$ cat src/source/rv32_pkg.sv
package rv32_pkg;

    localparam int xlen = 32;

    // major opcodes of the supported subset.
    localparam logic [6:0] op_reg    = 7'b0110011;
    localparam logic [6:0] op_imm    = 7'b0010011;
    localparam logic [6:0] op_load   = 7'b0000011;
    localparam logic [6:0] op_store  = 7'b0100011;
    localparam logic [6:0] op_branch = 7'b1100011;
    localparam logic [6:0] op_fence  = 7'b0001111;

    typedef enum logic [1:0] {
        alu_add,
        alu_sub,
        alu_and,
        alu_or
    } alu_op_t;

    // all zero is a bubble.
    typedef struct packed {
        alu_op_t    alu_op;
        logic       use_imm;
        logic       mem_read;
        logic       mem_write;
        logic       branch;
        logic       branch_ne;
        logic       fence;
        logic       rd_write;
        logic [4:0] rd;       // zero unless rd_write.
        logic [4:0] rs1;      // zero when not read.
        logic [4:0] rs2;
    } ctrl_t;

endpackage

$ cat src/source/rv32_pipe_ctrl_if.sv
`timescale 1ns/1ps

interface rv32_pipe_ctrl_if;
    logic fetch_stall;
    logic decode_stall;
    logic decode_flush;
    logic execute_stall;
    logic execute_flush;
    logic mem_stall;
    logic mem_flush;
    logic writeback_flush;

    modport hazard (
        output fetch_stall, decode_stall, decode_flush, execute_stall,
               execute_flush, mem_stall, mem_flush, writeback_flush
    );

    modport stage (
        input fetch_stall, decode_stall, decode_flush, execute_stall,
              execute_flush, mem_stall, mem_flush, writeback_flush
    );
endinterface

$ cat src/source/rv32_fetch.sv
`timescale 1ns/1ps

module rv32_fetch #(
    parameter logic [rv32_pkg::xlen-1:0] reset_pc = '0
) (
    input  logic                      clk,
    input  logic                      rst_n,
    rv32_pipe_ctrl_if.stage           ctrl,
    input  logic                      branch_mispredicted,
    input  logic [rv32_pkg::xlen-1:0] branch_target,
    output logic [rv32_pkg::xlen-1:0] instr_addr,
    output logic                      instr_read,
    input  logic                      instr_ready,
    input  logic [rv32_pkg::xlen-1:0] instr_rdata,
    output logic [rv32_pkg::xlen-1:0] fd_pc,
    output logic [rv32_pkg::xlen-1:0] fd_instr,
    output logic                      fd_valid
);
    logic [rv32_pkg::xlen-1:0] pc;
    logic [rv32_pkg::xlen-1:0] redirect_pc;
    logic                      redirect_valid;
    logic                      fetch_done;
    logic                      in_flight;

    assign fetch_done = instr_read && instr_ready;
    assign in_flight  = instr_read && !instr_ready;
    assign instr_addr = pc;

    always_ff @(posedge clk) begin
        if (!rst_n) begin
            pc             <= reset_pc;
            instr_read     <= 1'b0;
            redirect_valid <= 1'b0;
        end else begin
            instr_read <= 1'b1;
            if (branch_mispredicted && in_flight) begin
                // address must stay put until the pending access completes.
                redirect_valid <= 1'b1;
                redirect_pc    <= branch_target;
            end else if (branch_mispredicted) begin
                pc             <= branch_target;
                redirect_valid <= 1'b0;
            end else if (redirect_valid && fetch_done) begin
                pc             <= redirect_pc;
                redirect_valid <= 1'b0;
            end else if (fetch_done && !ctrl.fetch_stall) begin
                pc <= pc + 32'd4;
            end
        end
    end

    // a word fetched while the pc is held is fetched again later.
    always_ff @(posedge clk) begin
        if (!rst_n || ctrl.decode_flush) begin
            fd_valid <= 1'b0;
        end else if (!ctrl.decode_stall) begin
            fd_valid <= fetch_done && !redirect_valid && !ctrl.fetch_stall;
        end
    end

    always_ff @(posedge clk) begin
        if (!ctrl.decode_stall) begin
            fd_pc    <= pc;
            fd_instr <= instr_rdata;
        end
    end
endmodule

$ cat src/source/rv32_decode.sv
`timescale 1ns/1ps

module rv32_decode (
    input  logic                      clk,
    input  logic                      rst_n,
    rv32_pipe_ctrl_if.stage           ctrl,
    input  logic [rv32_pkg::xlen-1:0] fd_pc,
    input  logic [rv32_pkg::xlen-1:0] fd_instr,
    input  logic                      fd_valid,
    input  logic                      wb_write,
    input  logic [4:0]                wb_rd,
    input  logic [rv32_pkg::xlen-1:0] wb_data,
    output logic [4:0]                rs1_unreg,
    output logic                      rs1_read_unreg,
    output logic [4:0]                rs2_unreg,
    output logic                      rs2_read_unreg,
    output logic                      fence_unreg,
    output rv32_pkg::ctrl_t           de_ctrl,
    output logic [rv32_pkg::xlen-1:0] de_pc,
    output logic [rv32_pkg::xlen-1:0] de_rs1_value,
    output logic [rv32_pkg::xlen-1:0] de_rs2_value,
    output logic [rv32_pkg::xlen-1:0] de_imm
);
    logic [rv32_pkg::xlen-1:0] regs [1:31];
    rv32_pkg::ctrl_t           dec;
    logic [6:0]                opcode;
    logic [2:0]                funct3;
    logic                      rs1_read;
    logic                      rs2_read;
    logic [rv32_pkg::xlen-1:0] imm;
    logic [rv32_pkg::xlen-1:0] rs1_value;
    logic [rv32_pkg::xlen-1:0] rs2_value;

    assign opcode = fd_instr[6:0];
    assign funct3 = fd_instr[14:12];

    always_comb begin
        dec      = '0;
        rs1_read = 1'b0;
        rs2_read = 1'b0;
        if (fd_valid) begin
            case (opcode)
                rv32_pkg::op_reg: begin
                    rs1_read     = 1'b1;
                    rs2_read     = 1'b1;
                    dec.rd_write = 1'b1;
                    case (funct3)
                        3'b000:  dec.alu_op = fd_instr[30] ? rv32_pkg::alu_sub : rv32_pkg::alu_add;
                        3'b110:  dec.alu_op = rv32_pkg::alu_or;
                        3'b111:  dec.alu_op = rv32_pkg::alu_and;
                        default: dec.rd_write = 1'b0;
                    endcase
                end
                rv32_pkg::op_imm: begin
                    rs1_read     = 1'b1;
                    dec.use_imm  = 1'b1;
                    dec.rd_write = (funct3 == 3'b000); // addi only.
                end
                rv32_pkg::op_load: begin
                    rs1_read     = 1'b1;
                    dec.use_imm  = 1'b1;
                    dec.mem_read = (funct3 == 3'b010);
                    dec.rd_write = (funct3 == 3'b010);
                end
                rv32_pkg::op_store: begin
                    rs1_read      = 1'b1;
                    rs2_read      = 1'b1;
                    dec.use_imm   = 1'b1;
                    dec.mem_write = (funct3 == 3'b010);
                end
                rv32_pkg::op_branch: begin
                    rs1_read      = 1'b1;
                    rs2_read      = 1'b1;
                    dec.branch    = (funct3[2:1] == 2'b00);
                    dec.branch_ne = funct3[0];
                end
                rv32_pkg::op_fence: dec.fence = 1'b1;
                default: ;  // unknown opcodes fall through as bubbles.
            endcase
        end
        dec.rs1 = rs1_read ? fd_instr[19:15] : 5'd0;
        dec.rs2 = rs2_read ? fd_instr[24:20] : 5'd0;
        dec.rd  = dec.rd_write ? fd_instr[11:7] : 5'd0;
    end

    always_comb begin
        case (opcode)
            rv32_pkg::op_store:  imm = {{20{fd_instr[31]}}, fd_instr[31:25], fd_instr[11:7]};
            rv32_pkg::op_branch: imm = {{19{fd_instr[31]}}, fd_instr[31], fd_instr[7],
                                        fd_instr[30:25], fd_instr[11:8], 1'b0};
            default:             imm = {{20{fd_instr[31]}}, fd_instr[31:20]};
        endcase
    end

    assign rs1_unreg      = dec.rs1;
    assign rs1_read_unreg = rs1_read;
    assign rs2_unreg      = dec.rs2;
    assign rs2_read_unreg = rs2_read;
    assign fence_unreg    = dec.fence;

    // write-first, so a same-cycle writeback is seen.
    assign rs1_value = (dec.rs1 == 5'd0) ? '0 :
                       (wb_write && wb_rd == dec.rs1) ? wb_data : regs[dec.rs1];
    assign rs2_value = (dec.rs2 == 5'd0) ? '0 :
                       (wb_write && wb_rd == dec.rs2) ? wb_data : regs[dec.rs2];

    always_ff @(posedge clk) begin
        if (wb_write && wb_rd != 5'd0) begin
            regs[wb_rd] <= wb_data;
        end
    end

    always_ff @(posedge clk) begin
        if (!rst_n || ctrl.execute_flush) begin
            de_ctrl <= '0;
        end else if (!ctrl.execute_stall) begin
            de_ctrl <= dec;
        end
    end

    always_ff @(posedge clk) begin
        if (!ctrl.execute_stall) begin
            de_pc        <= fd_pc;
            de_imm       <= imm;
            de_rs1_value <= rs1_value;
            de_rs2_value <= rs2_value;
        end else begin
            // while held, pick up results that retire past us.
            if (wb_write && wb_rd != 5'd0 && wb_rd == de_ctrl.rs1) de_rs1_value <= wb_data;
            if (wb_write && wb_rd != 5'd0 && wb_rd == de_ctrl.rs2) de_rs2_value <= wb_data;
        end
    end
endmodule

$ cat src/source/rv32_execute.sv
`timescale 1ns/1ps

module rv32_execute (
    input  logic                      clk,
    input  logic                      rst_n,
    rv32_pipe_ctrl_if.stage           ctrl,
    input  rv32_pkg::ctrl_t           de_ctrl,
    input  logic [rv32_pkg::xlen-1:0] de_pc,
    input  logic [rv32_pkg::xlen-1:0] de_rs1_value,
    input  logic [rv32_pkg::xlen-1:0] de_rs2_value,
    input  logic [rv32_pkg::xlen-1:0] de_imm,
    input  logic [4:0]                em_ctrl_fwd_rd,
    input  logic [rv32_pkg::xlen-1:0] em_fwd_value,
    input  logic [4:0]                mw_fwd_rd,
    input  logic [rv32_pkg::xlen-1:0] mw_fwd_value,
    output logic                      branch_mispredicted,
    output logic [rv32_pkg::xlen-1:0] branch_target,
    output rv32_pkg::ctrl_t           em_ctrl,
    output logic [rv32_pkg::xlen-1:0] em_result,
    output logic [rv32_pkg::xlen-1:0] em_store_value
);
    logic [rv32_pkg::xlen-1:0] rs1_fwd;
    logic [rv32_pkg::xlen-1:0] rs2_fwd;
    logic [rv32_pkg::xlen-1:0] op_b;
    logic [rv32_pkg::xlen-1:0] alu_result;

    // newest producer wins; rd is zero for anything that does not write.
    function automatic logic [rv32_pkg::xlen-1:0] forward(
        input logic [4:0]                rs,
        input logic [rv32_pkg::xlen-1:0] reg_value
    );
        if (rs != 5'd0 && rs == em_ctrl_fwd_rd) return em_fwd_value;
        if (rs != 5'd0 && rs == mw_fwd_rd) return mw_fwd_value;
        return reg_value;
    endfunction

    assign rs1_fwd = forward(de_ctrl.rs1, de_rs1_value);
    assign rs2_fwd = forward(de_ctrl.rs2, de_rs2_value);
    assign op_b    = de_ctrl.use_imm ? de_imm : rs2_fwd;

    always_comb begin
        case (de_ctrl.alu_op)
            rv32_pkg::alu_sub: alu_result = rs1_fwd - op_b;
            rv32_pkg::alu_and: alu_result = rs1_fwd & op_b;
            rv32_pkg::alu_or:  alu_result = rs1_fwd | op_b;
            default:           alu_result = rs1_fwd + op_b; // also load/store address.
        endcase
    end

    assign branch_target       = de_pc + de_imm;
    assign branch_mispredicted = de_ctrl.branch && ((rs1_fwd == rs2_fwd) ^ de_ctrl.branch_ne);

    always_ff @(posedge clk) begin
        if (!rst_n || ctrl.mem_flush) begin
            em_ctrl <= '0;
        end else if (!ctrl.mem_stall) begin
            em_ctrl <= de_ctrl;
        end
    end

    always_ff @(posedge clk) begin
        if (!ctrl.mem_stall) begin
            em_result      <= alu_result;
            em_store_value <= rs2_fwd;
        end
    end
endmodule

$ cat src/source/rv32_memory_stage.sv
`timescale 1ns/1ps

module rv32_memory_stage (
    input  logic                      clk,
    input  logic                      rst_n,
    rv32_pipe_ctrl_if.stage           ctrl,
    input  rv32_pkg::ctrl_t           em_ctrl,
    input  logic [rv32_pkg::xlen-1:0] em_result,
    input  logic [rv32_pkg::xlen-1:0] em_store_value,
    output logic [rv32_pkg::xlen-1:0] data_addr,
    output logic                      data_read,
    output logic                      data_write,
    output logic [rv32_pkg::xlen-1:0] data_wdata,
    input  logic                      data_ready,
    input  logic [rv32_pkg::xlen-1:0] data_rdata,
    output logic                      wb_write,
    output logic [4:0]                wb_rd,
    output logic [rv32_pkg::xlen-1:0] wb_data
);
    logic [rv32_pkg::xlen-1:0] load_data;

    // word accesses only, the low address bits are dropped.
    assign data_addr  = {em_result[rv32_pkg::xlen-1:2], 2'b00};
    assign data_read  = em_ctrl.mem_read;
    assign data_write = em_ctrl.mem_write;
    assign data_wdata = em_store_value;

    assign load_data = data_rdata;

    always_ff @(posedge clk) begin
        if (!rst_n || ctrl.writeback_flush) begin
            wb_write <= 1'b0;
            wb_rd    <= 5'd0;
        end else begin
            wb_write <= em_ctrl.rd_write;
            wb_rd    <= em_ctrl.rd;
        end
    end

    // rdata is only valid with ready; otherwise the flush above drops this word.
    always_ff @(posedge clk) begin
        if (em_ctrl.mem_read && data_ready) begin
            wb_data <= load_data;
        end else begin
            wb_data <= em_result;
        end
    end
endmodule

$ cat src/source/rv32_hazard_unit.sv
`timescale 1ns/1ps

module rv32_hazard_unit (
    input  logic             [4:0] rs1_unreg,
    input  logic             rs1_read_unreg,
    input  logic             [4:0] rs2_unreg,
    input  logic             rs2_read_unreg,
    input  logic             fence_unreg,
    input  logic             de_mem_read,
    input  logic             de_fence,
    input  logic [4:0]       de_rd,
    input  logic             de_rd_write,
    input  logic             em_fence,
    input  logic             branch_mispredicted,
    input  logic             instr_read,
    input  logic             instr_ready,
    input  logic             data_read,
    input  logic             data_write,
    input  logic             data_ready,
    rv32_pipe_ctrl_if.hazard ctrl
);
    logic load_use;
    logic instr_wait;
    logic data_wait;
    logic fence_busy;

    assign load_use   = de_mem_read && de_rd_write && de_rd != 5'd0 &&
                        ((rs1_read_unreg && rs1_unreg == de_rd) ||
                         (rs2_read_unreg && rs2_unreg == de_rd));
    assign instr_wait = instr_read && !instr_ready;
    assign data_wait  = (data_read || data_write) && !data_ready;
    assign fence_busy = fence_unreg || de_fence || em_fence;

    assign ctrl.fetch_stall     = load_use || instr_wait || fence_busy || data_wait;
    assign ctrl.decode_stall    = load_use || data_wait;
    assign ctrl.decode_flush    = branch_mispredicted;
    assign ctrl.execute_stall   = data_wait;
    // the load must not be dropped while the data bus holds everything.
    assign ctrl.execute_flush   = branch_mispredicted || (load_use && !data_wait);
    assign ctrl.mem_stall       = data_wait;
    assign ctrl.mem_flush       = 1'b0;
    assign ctrl.writeback_flush = data_wait; // stalled access leaves a bubble behind.
endmodule

$ cat src/source/rv32_core.sv
`timescale 1ns/1ps

module rv32_core #(
    parameter logic [rv32_pkg::xlen-1:0] reset_pc = '0
) (
    input  logic                      clk,
    input  logic                      rst_n,
    output logic [rv32_pkg::xlen-1:0] instr_addr,
    output logic                      instr_read,
    input  logic                      instr_ready,
    input  logic [rv32_pkg::xlen-1:0] instr_rdata,
    output logic [rv32_pkg::xlen-1:0] data_addr,
    output logic                      data_read,
    output logic                      data_write,
    output logic [rv32_pkg::xlen-1:0] data_wdata,
    input  logic                      data_ready,
    input  logic [rv32_pkg::xlen-1:0] data_rdata
);
    logic                      branch_mispredicted;
    logic [rv32_pkg::xlen-1:0] branch_target;
    logic [rv32_pkg::xlen-1:0] fd_pc;
    logic [rv32_pkg::xlen-1:0] fd_instr;
    logic                      fd_valid;
    logic                      wb_write;
    logic [4:0]                wb_rd;
    logic [rv32_pkg::xlen-1:0] wb_data;
    logic [4:0]                rs1_unreg;
    logic                      rs1_read_unreg;
    logic [4:0]                rs2_unreg;
    logic                      rs2_read_unreg;
    logic                      fence_unreg;
    rv32_pkg::ctrl_t           de_ctrl;
    rv32_pkg::ctrl_t           em_ctrl;
    logic [rv32_pkg::xlen-1:0] de_pc;
    logic [rv32_pkg::xlen-1:0] de_rs1_value;
    logic [rv32_pkg::xlen-1:0] de_rs2_value;
    logic [rv32_pkg::xlen-1:0] de_imm;
    logic [rv32_pkg::xlen-1:0] em_result;
    logic [rv32_pkg::xlen-1:0] em_store_value;

    rv32_pipe_ctrl_if ctrl ();

    rv32_fetch #(.reset_pc(reset_pc)) fetch (
        .clk(clk), .rst_n(rst_n), .ctrl(ctrl),
        .branch_mispredicted(branch_mispredicted), .branch_target(branch_target),
        .instr_addr(instr_addr), .instr_read(instr_read),
        .instr_ready(instr_ready), .instr_rdata(instr_rdata),
        .fd_pc(fd_pc), .fd_instr(fd_instr), .fd_valid(fd_valid)
    );

    rv32_decode decode (
        .clk(clk), .rst_n(rst_n), .ctrl(ctrl),
        .fd_pc(fd_pc), .fd_instr(fd_instr), .fd_valid(fd_valid),
        .wb_write(wb_write), .wb_rd(wb_rd), .wb_data(wb_data),
        .rs1_unreg(rs1_unreg), .rs1_read_unreg(rs1_read_unreg),
        .rs2_unreg(rs2_unreg), .rs2_read_unreg(rs2_read_unreg),
        .fence_unreg(fence_unreg),
        .de_ctrl(de_ctrl), .de_pc(de_pc), .de_rs1_value(de_rs1_value),
        .de_rs2_value(de_rs2_value), .de_imm(de_imm)
    );

    rv32_execute execute (
        .clk(clk), .rst_n(rst_n), .ctrl(ctrl),
        .de_ctrl(de_ctrl), .de_pc(de_pc), .de_rs1_value(de_rs1_value),
        .de_rs2_value(de_rs2_value), .de_imm(de_imm),
        .em_ctrl_fwd_rd(em_ctrl.rd), .em_fwd_value(em_result),
        .mw_fwd_rd(wb_rd), .mw_fwd_value(wb_data),
        .branch_mispredicted(branch_mispredicted), .branch_target(branch_target),
        .em_ctrl(em_ctrl), .em_result(em_result), .em_store_value(em_store_value)
    );

    rv32_memory_stage memory (
        .clk(clk), .rst_n(rst_n), .ctrl(ctrl),
        .em_ctrl(em_ctrl), .em_result(em_result), .em_store_value(em_store_value),
        .data_addr(data_addr), .data_read(data_read), .data_write(data_write),
        .data_wdata(data_wdata), .data_ready(data_ready), .data_rdata(data_rdata),
        .wb_write(wb_write), .wb_rd(wb_rd), .wb_data(wb_data)
    );

    rv32_hazard_unit hazard (
        .rs1_unreg(rs1_unreg), .rs1_read_unreg(rs1_read_unreg),
        .rs2_unreg(rs2_unreg), .rs2_read_unreg(rs2_read_unreg),
        .fence_unreg(fence_unreg),
        .de_mem_read(de_ctrl.mem_read), .de_fence(de_ctrl.fence),
        .de_rd(de_ctrl.rd), .de_rd_write(de_ctrl.rd_write),
        .em_fence(em_ctrl.fence),
        .branch_mispredicted(branch_mispredicted),
        .instr_read(instr_read), .instr_ready(instr_ready),
        .data_read(data_read), .data_write(data_write), .data_ready(data_ready),
        .ctrl(ctrl)
    );
endmodule

$ cat config.mk
export PLATFORM = sky130hd
export DESIGN_NAME = rv32_core
export DESIGN_NICKNAME = d
export VERILOG_FILES = /design/src/source/rv32_pkg.sv /design/src/source/rv32_pipe_ctrl_if.sv /design/src/source/rv32_fetch.sv /design/src/source/rv32_decode.sv /design/src/source/rv32_execute.sv /design/src/source/rv32_memory_stage.sv /design/src/source/rv32_hazard_unit.sv /design/src/source/rv32_core.sv
export SDC_FILE = /design/constraint.sdc
export NUM_CORES = 2
export LEC_CHECK = 0
export BUFFER_PORTS_ARGS = -buffer_cell sky130_fd_sc_hd__buf_2
export CORE_UTILIZATION = 55
export DETAILED_ROUTE_END_ITERATION = 10
export PLACE_DENSITY_LB_ADDON = 0.08
export SLEW_MARGIN = 20
export SYNTH_ARGS = -nofsm -noshare
export SYNTH_HDL_FRONTEND = slang
export SYNTH_SLANG_ARGS = --single-unit
$ cat constraint.sdc
create_clock -name clk -period 19.01 [get_ports clk]
set_input_delay 1.901 -clock clk [delete_from_list [all_inputs] [get_ports clk]]
set_output_delay 1.901 -clock clk [all_outputs]
set_load 0.01 [all_outputs]
# ---- After elaboration in Yosys (flattened, before gate mapping)
# Memories as Yosys holds them, arrays and structs flattened.
# Index checks and enable logic that the tools add are counted.
dict set report totals {
  regBits 375
  latch_bits 0
  ram_bits 992
  mem_bits_ro 0
  input_bits 68
  out_inout_bits 99
  elab_cells 178
  memories 1
}
dict set report op_classes {
  add_sub_neg 4
  n_mul 0
  div 0
  magnitude_cmp 0
  eq_ne 25
  n_shift 0
  mux 53
  bitwise_logic 4
  reduce_logical 59
}
# name depth word_bits read_ports rd_clocked_by_memory_dff wr line
set mem_list {}
lappend mem_list {decode.regs 31 32 2 0 1 rv32_decode.sv:24} ;# logic [rv32_pkg::xlen-1:0] regs [1:31];
# op n
set ops {}
lappend ops {{$mux 32} 21}
lappend ops {{$pmux 32 s3} 1}
lappend ops {{$add 32x32->32} 2}
lappend ops {{$eq 5x5->1} 10}
lappend ops {{$add 32x3->32 const B} 1}
lappend ops {{$and 32x32->32} 1}
lappend ops {{$eq 32x32->1} 1}
lappend ops {{$or 32x32->32} 1}
lappend ops {{$sub 32x32->32} 1}
lappend ops {{$logic_and 1x1->1} 25}
lappend ops {{$pmux 12 s2} 1}
lappend ops {{$mux 1} 22}
lappend ops {{$reduce_bool 5->1} 4}
lappend ops {{$mux 5} 3}
lappend ops {{$eq 7x6->1 const B} 2}
lappend ops {{$logic_or 1x1->1} 12}
lappend ops {{$logic_not 5->1} 2}
lappend ops {{$mux 9} 1}
lappend ops {{$reduce_or 3->1} 3}
lappend ops {{$eq 7x2->1 const B} 1}
lappend ops {{$eq 7x4->1 const B} 1}
lappend ops {{$eq 7x5->1 const B} 1}
lappend ops {{$eq 7x7->1 const B} 1}
lappend ops {{$eq 3x3->1 const B} 2}
lappend ops {{other kinds (15)} 25}

# ---- Logic depth before layout (Yosys ltp)
dict set report depth {
  depth_word 17
  depth_mapped 30
  depth_no_buf 27
}

# ---- Hierarchy
# Synthesis repeated with hierarchy kept, for this count alone.
dict set report hier_totals {
  cells_unflattened 5883
  area_unflattened_um2 71756.3
}
# module n_inst cells_each area_each_um2 seq_area_each_um2
set modules_own_cells {}
lappend modules_own_cells {rv32_decode 1 3954 53695.2 33542.2}
lappend modules_own_cells {rv32_execute 1 1311 10540.1 2402.3}
lappend modules_own_cells {rv32_fetch 1 440 5456.5 3583.4}
lappend modules_own_cells {rv32_memory_stage 1 148 1848.0 760.7}
lappend modules_own_cells {rv32_hazard_unit 1 30 216.5 0.0}

# ---- Worst setup path before layout
# OpenSTA, ideal clock, no wires.
dict set report synth_path {
  path_kind {register to register}
  startpoint {reg, netlist name decode.de_ctrl[0]}
  endpoint {reg fetch.redirect_pc[0] (netlist name), enable pin}
  setup_ns 0.461
  arrival_time_ns 5.502
  required_ns 18.549
  slack_ns 13.047
  stages_incl_launch_ff 13
  n_path_buf 1
  synth_period_minus_slack_ns 5.963
  path_cell_list {dfxtp_1 or4_4 or2_4 nand3_4 mux2i_1 a221o_1 a221oi_1 or4_4 nor4_4 nand4_2 and2_2 buf_4 nor3_1}
}
dict set report synth_via {
  elab_chain_len 11
  elab_cells_between_ends 16
  cone_classes {eq/ne (3); mux (6); bitwise (1); reduce/logical (6)}
}
# element line
set synth_lines {}
lappend synth_lines {{$eq 5x5->1 or $reduce_bool 5->1 (tied branches)} {rv32_execute.sv:33, rv32_execute.sv:32}}
lappend synth_lines {{$logic_and 1x1->1} rv32_execute.sv:33} ;# if (rs != 5'd0 && rs == mw_fwd_rd) return mw_fwd_value;
lappend synth_lines {{$mux 1 (2 in a row)} rv32_execute.sv:33}
lappend synth_lines {{$mux 32} rv32_execute.sv:34} ;# return reg_value;
lappend synth_lines {{$mux 32 *} rv32_execute.sv:33}
lappend synth_lines {{$eq 32x32->1 *} rv32_execute.sv:51} ;# assign branch_mispredicted = de_ctrl.branch && ((rs1_fwd == rs2_fwd) ^ de_ctrl.branch_ne);
lappend synth_lines {{$xor 1x1->1 *} rv32_execute.sv:51}
lappend synth_lines {{$logic_and 1x1->1 *} rv32_execute.sv:51}
lappend synth_lines {{$logic_and 1x1->1 *} rv32_fetch.sv:36} ;# if (branch_mispredicted && in_flight) begin
lappend synth_lines {{$reduce_and 2->1 (no line) *} --}
lappend synth_lines {{end signal, assigned} rv32_fetch.sv:39} ;# redirect_pc <= branch_target;
lappend synth_lines {{end, declared} rv32_fetch.sv:20} ;# logic [rv32_pkg::xlen-1:0] redirect_pc;
# Mark *: on every way between the ends. The rest lies on a longest branch, timed or not. The select of a mux whose other input is x is not followed.
# A chain may end at the register's enable or synchronous reset.

# ---- Worst setup path after layout
dict set report layout_path {
  startpoint {reg, netlist name decode.de_ctrl[0]}
  endpoint {reg execute.em_result[31] (netlist name), data pin}
}
dict set report layout_via {
  elab_chain_len 9
  elab_cells_between_ends 17
  cone_classes {add/sub (2); eq/ne (2); mux (8); bitwise (2); reduce/logical (3)}
}
# element line
set layout_lines {}
lappend layout_lines {{$eq 5x5->1 or $reduce_bool 5->1 (tied branches)} {rv32_execute.sv:33, rv32_execute.sv:32}}
lappend layout_lines {{$logic_and 1x1->1} rv32_execute.sv:33}
lappend layout_lines {{$mux 1 (2 in a row)} rv32_execute.sv:33}
lappend layout_lines {{$mux 32} rv32_execute.sv:34}
lappend layout_lines {{$mux 32 *} rv32_execute.sv:33}
lappend layout_lines {{named net execute.rs2_fwd (one bit)} rv32_execute.sv:23} ;# logic [rv32_pkg::xlen-1:0] rs2_fwd;
lappend layout_lines {{$mux 32 *} rv32_execute.sv:39} ;# assign op_b = de_ctrl.use_imm ? de_imm : rs2_fwd;
lappend layout_lines {{$add 32x32->32 or $sub 32x32->32 (tied branches)} {rv32_execute.sv:46, rv32_execute.sv:43}}
lappend layout_lines {{$pmux 32 s3 *} rv32_execute.sv:42} ;# case (de_ctrl.alu_op)
lappend layout_lines {{named net execute.alu_result (one bit)} rv32_execute.sv:25} ;# logic [rv32_pkg::xlen-1:0] alu_result;
lappend layout_lines {{end signal, assigned} rv32_execute.sv:63} ;# em_result <= alu_result;
lappend layout_lines {{end, declared} rv32_execute.sv:19} ;# output logic [rv32_pkg::xlen-1:0] em_result,
# Mark *: on every way through the listed nets, which the timed path passes. The rest lies on a longest branch. The select of a mux whose other input is x is not followed.

==> results.toml <==
[drt]
drt_iter0_markers = 7040
num_vias = 51670
dr.pass1.iters = 9
avgRoutedWirePerCell_um = 32.36
ant_nets = 0
via_per_inst = 7.062
wirelength_um = 236700
drc = 96

[setup_path]
required_ns = 19.54
worstSetupEndpointType = "flip-flop"
critPathKind = "reg2reg"
arrival_ns = 8.21
worstPathMaxFanout = 84
start_kind = "flip-flop"

[timing]
grt_setup_unrepaired = "false"
hold_ws_ns = 0.4139
finalSetupViolCount = 0
maxSlewHeadroom = 0.1547
maxSlewViolCount = 0
clock.fmax_mhz = 130.1
finalSetupTns_ns = 0
fin_skew_ns = 0.03805
hold_viol = 0
min_period_ns = 7.686
fin_crit_sh = 0.4043
worst_slew_pin_slew_ns = 1.264

[clocking]
clock-sinks = 1367
root_buffer = "clkbuf_16"
numCtsBuffers = 148
clkTransAtPathRegs_ns = 0.06
cts_hold_buf = 0
clk_latency_ns = 0.79
cts_resized = 0
cts_setup_buffers = 0
cts_tree = "yes"
clock_path_buffers = 3
htree_levels = 4

[placed_design]
portBuffers = 164
place_area_um2 = 71090
gp_congestion = 0.9311
dp_hpwl_um = 137700

[synth]
synth_area_per_cell_um2 = 12.33
synth.distinct_cells = 99
ys_ff_latch = 1367
synth_top_area_cell = "edfxtp_1"
synth.area.top_cells = "edfxtp_1 (55%), mux2i_1 (10%), a221oi_1 (4.7%)"
synth_top_cell_area_share = 0.5517
synth_edf_count = 1261
seq_area_frac_synth = 0.5826
synthesis.area_um2 = 68630
async_flop_share = 0
synth-main-ff-cell = "edfxtp_1"
syn-instance-count = 5567
yosysWarnings = 0

[floorplan]
die_h_um = 355.3
die_w_um = 355.3
initial_core_util = 0.5544
io_pins = 167
std_cell_rows = 129
core_um2 = 123800
dieArea_um2 = 126200

[power]
power_leakage_nw = 26.28
irDropWorstVdd_mv = 0.09314
total_power_mw = 7.363
p_per_area_nw_per_um2 = 96.88

[job]
drv_cap = 0

[cells_and_area]
regArea_um2 = 40000
nFillCells = 9632
final_layout_size_suffix_gt1_frac = 0.1223
area_delta_synth_final_pct = 10.74
stdcell_area_um2 = 76010
layout.nets = 5689
multiInputGateArea_um2 = 26900
layout.cells.most_common = "edfxtp_1"
layout_common_cells = "edfxtp_1 (1261), mux2i_1 (701), nand2_1 (490), a221oi_1 (368), a21oi_1 (303)"

[global_routing]
grt_use_total = 0.3688
grt_overflow = 0
grt_use_met3 = 0.08610
grtUsageMet2 = 0.5604
grt_max_degree = 107
antenna_found_initial = 7
first_global_vias = 49520
grt_first_pass_wirelength_um = 339100
grtUsageMet1 = 0.4986
busiest_layer = "met2"

[run_status]
status = "complete, but fails checks"
violations = "DRC"

[worst_hold_path]
hp-class = "reg2reg"
==> area by class of cell <==
type	instances	area share
Sequential cell	1367	0.5262
Multi-Input combinational cell	3675	0.3540
Clock buffer	197	0.05413
Tap cell	1637	0.02695
Timing Repair Buffer	310	0.02588
Clock inverter	75	0.01016
Inverter	51	0.002584
Antenna cell	4	0.0001317
==> stage by stage <==
step                      std cells  setup slack, ns  utilization
after global placement         7040            11.62       0.5743
after CTS                      7312            11.42       0.6137
final                          7316            11.32       0.6140
after global routing           7315            10.85       0.6139
after floorplan                5568            13.05            -
after detailed placement       7040            11.44       0.5743
==> logic make-up (layout without fill, tap and decap cells) <==
group | count (synthesis) | count (layout) | share of synthesized area
other | 1 | 6 | 0.00005464
buffers and inverters | 526 | 633 | 0.03210
XOR/XNOR | 171 | 171 | 0.02182
multiplexers | 762 | 762 | 0.1130
AO/OA/AOI/OAI | 1507 | 1507 | 0.1587
AND/OR/NAND/NOR | 1139 | 1139 | 0.07529
flip-flops | 1367 | 1367 | 0.5826
adder cells (fa/ha/maj) | 94 | 94 | 0.01641
==> worst max-delay path: stages, from the launching register on <==
cell	delay (ns)
dfxtp_1	0.35
or4_4	0.55
o211ai_1	0.76
or2_2	0.23
buf_4	0.63
a31oi_1	0.28
mux2i_1	0.40
o311ai_0	0.26
nor3_1	0.40
nand2_1	0.17
nor2_1	0.18
a21o_1	0.15
xnor2_1	0.07
ha_1	0.37
a21o_1	0.18
a21o_1	0.17
a21o_1	0.18
a21o_1	0.17
a21o_1	0.18
a21oi_1	0.16
a2bb2oi_1	0.28
a21oi_1	0.20
a211oi_1	0.56
a32o_1	0.26
a21oi_1	0.04
o211a_1	0.20
==> metal layers <==
layer,vias up,routed length (µm)
met2,3503,104500
met4,8,12290
met5,-,202
met1,25410,91130
met3,724,28620
li1,22020,-
==> final timing paths <==
check | startpoint | end | slack [ns] | depth (start not counted)
setup / recovery | decode.de_ctrl[0]$_SDFFE_PP0N_ | execute.em_result[31]$_DFFE_PN_ | 11.32 | 25
hold / removal | fetch.fd_pc[26]$_DFFE_PN_ | decode.de_pc[26]$_DFFE_PN_ | 0.41 | 0
setup reg to reg | decode.de_ctrl[0]$_SDFFE_PP0N_ | execute.em_result[31]$_DFFE_PN_ | 11.32 | 25
hold reg to reg | fetch.fd_pc[26]$_DFFE_PN_ | decode.de_pc[26]$_DFFE_PN_ | 0.41 | 0
==> cells in the mapped netlist, drive strengths merged, types with 38 or more instances <==
cell and number:
a22o 63, a211oi 40, o21ai 229, dfxtp 106
o31ai 38, nor2 236, a21oi 304, clkbuf 344
nand2 504, o221ai 53, nand3 65, mux2i 710
a221o 101, mux2 52, o22ai 62, edfxtp 1261
a21o 39, xnor2 124, inv 48, ha 66
nor3 148, buf 131, xor2 47, a221oi 368
a31oi 47
==> state kept, by name, indices dropped and copies added, names as in the netlist, 32 cells and up <==
register and cells:
decode.regs 992, fetch.redirect_pc 32, decode.de_rs1_value 32, memory.wb_data 32
fetch.fd_pc 32, fetch.instr_addr 32, decode.de_rs2_value 32, execute.em_result 32
fetch.fd_instr 32, decode.de_pc 32, execute.em_store_value 32
==> where the power goes <==
part	leakage, nW	switching (mW)	internal (mW)
registers	12.8	0.163	3.59
clock network	2.37	1.20	1.70
logic	11.1	0.498	0.206
total	26.3	1.87	5.50
Power figures use the tool's default switching activity.
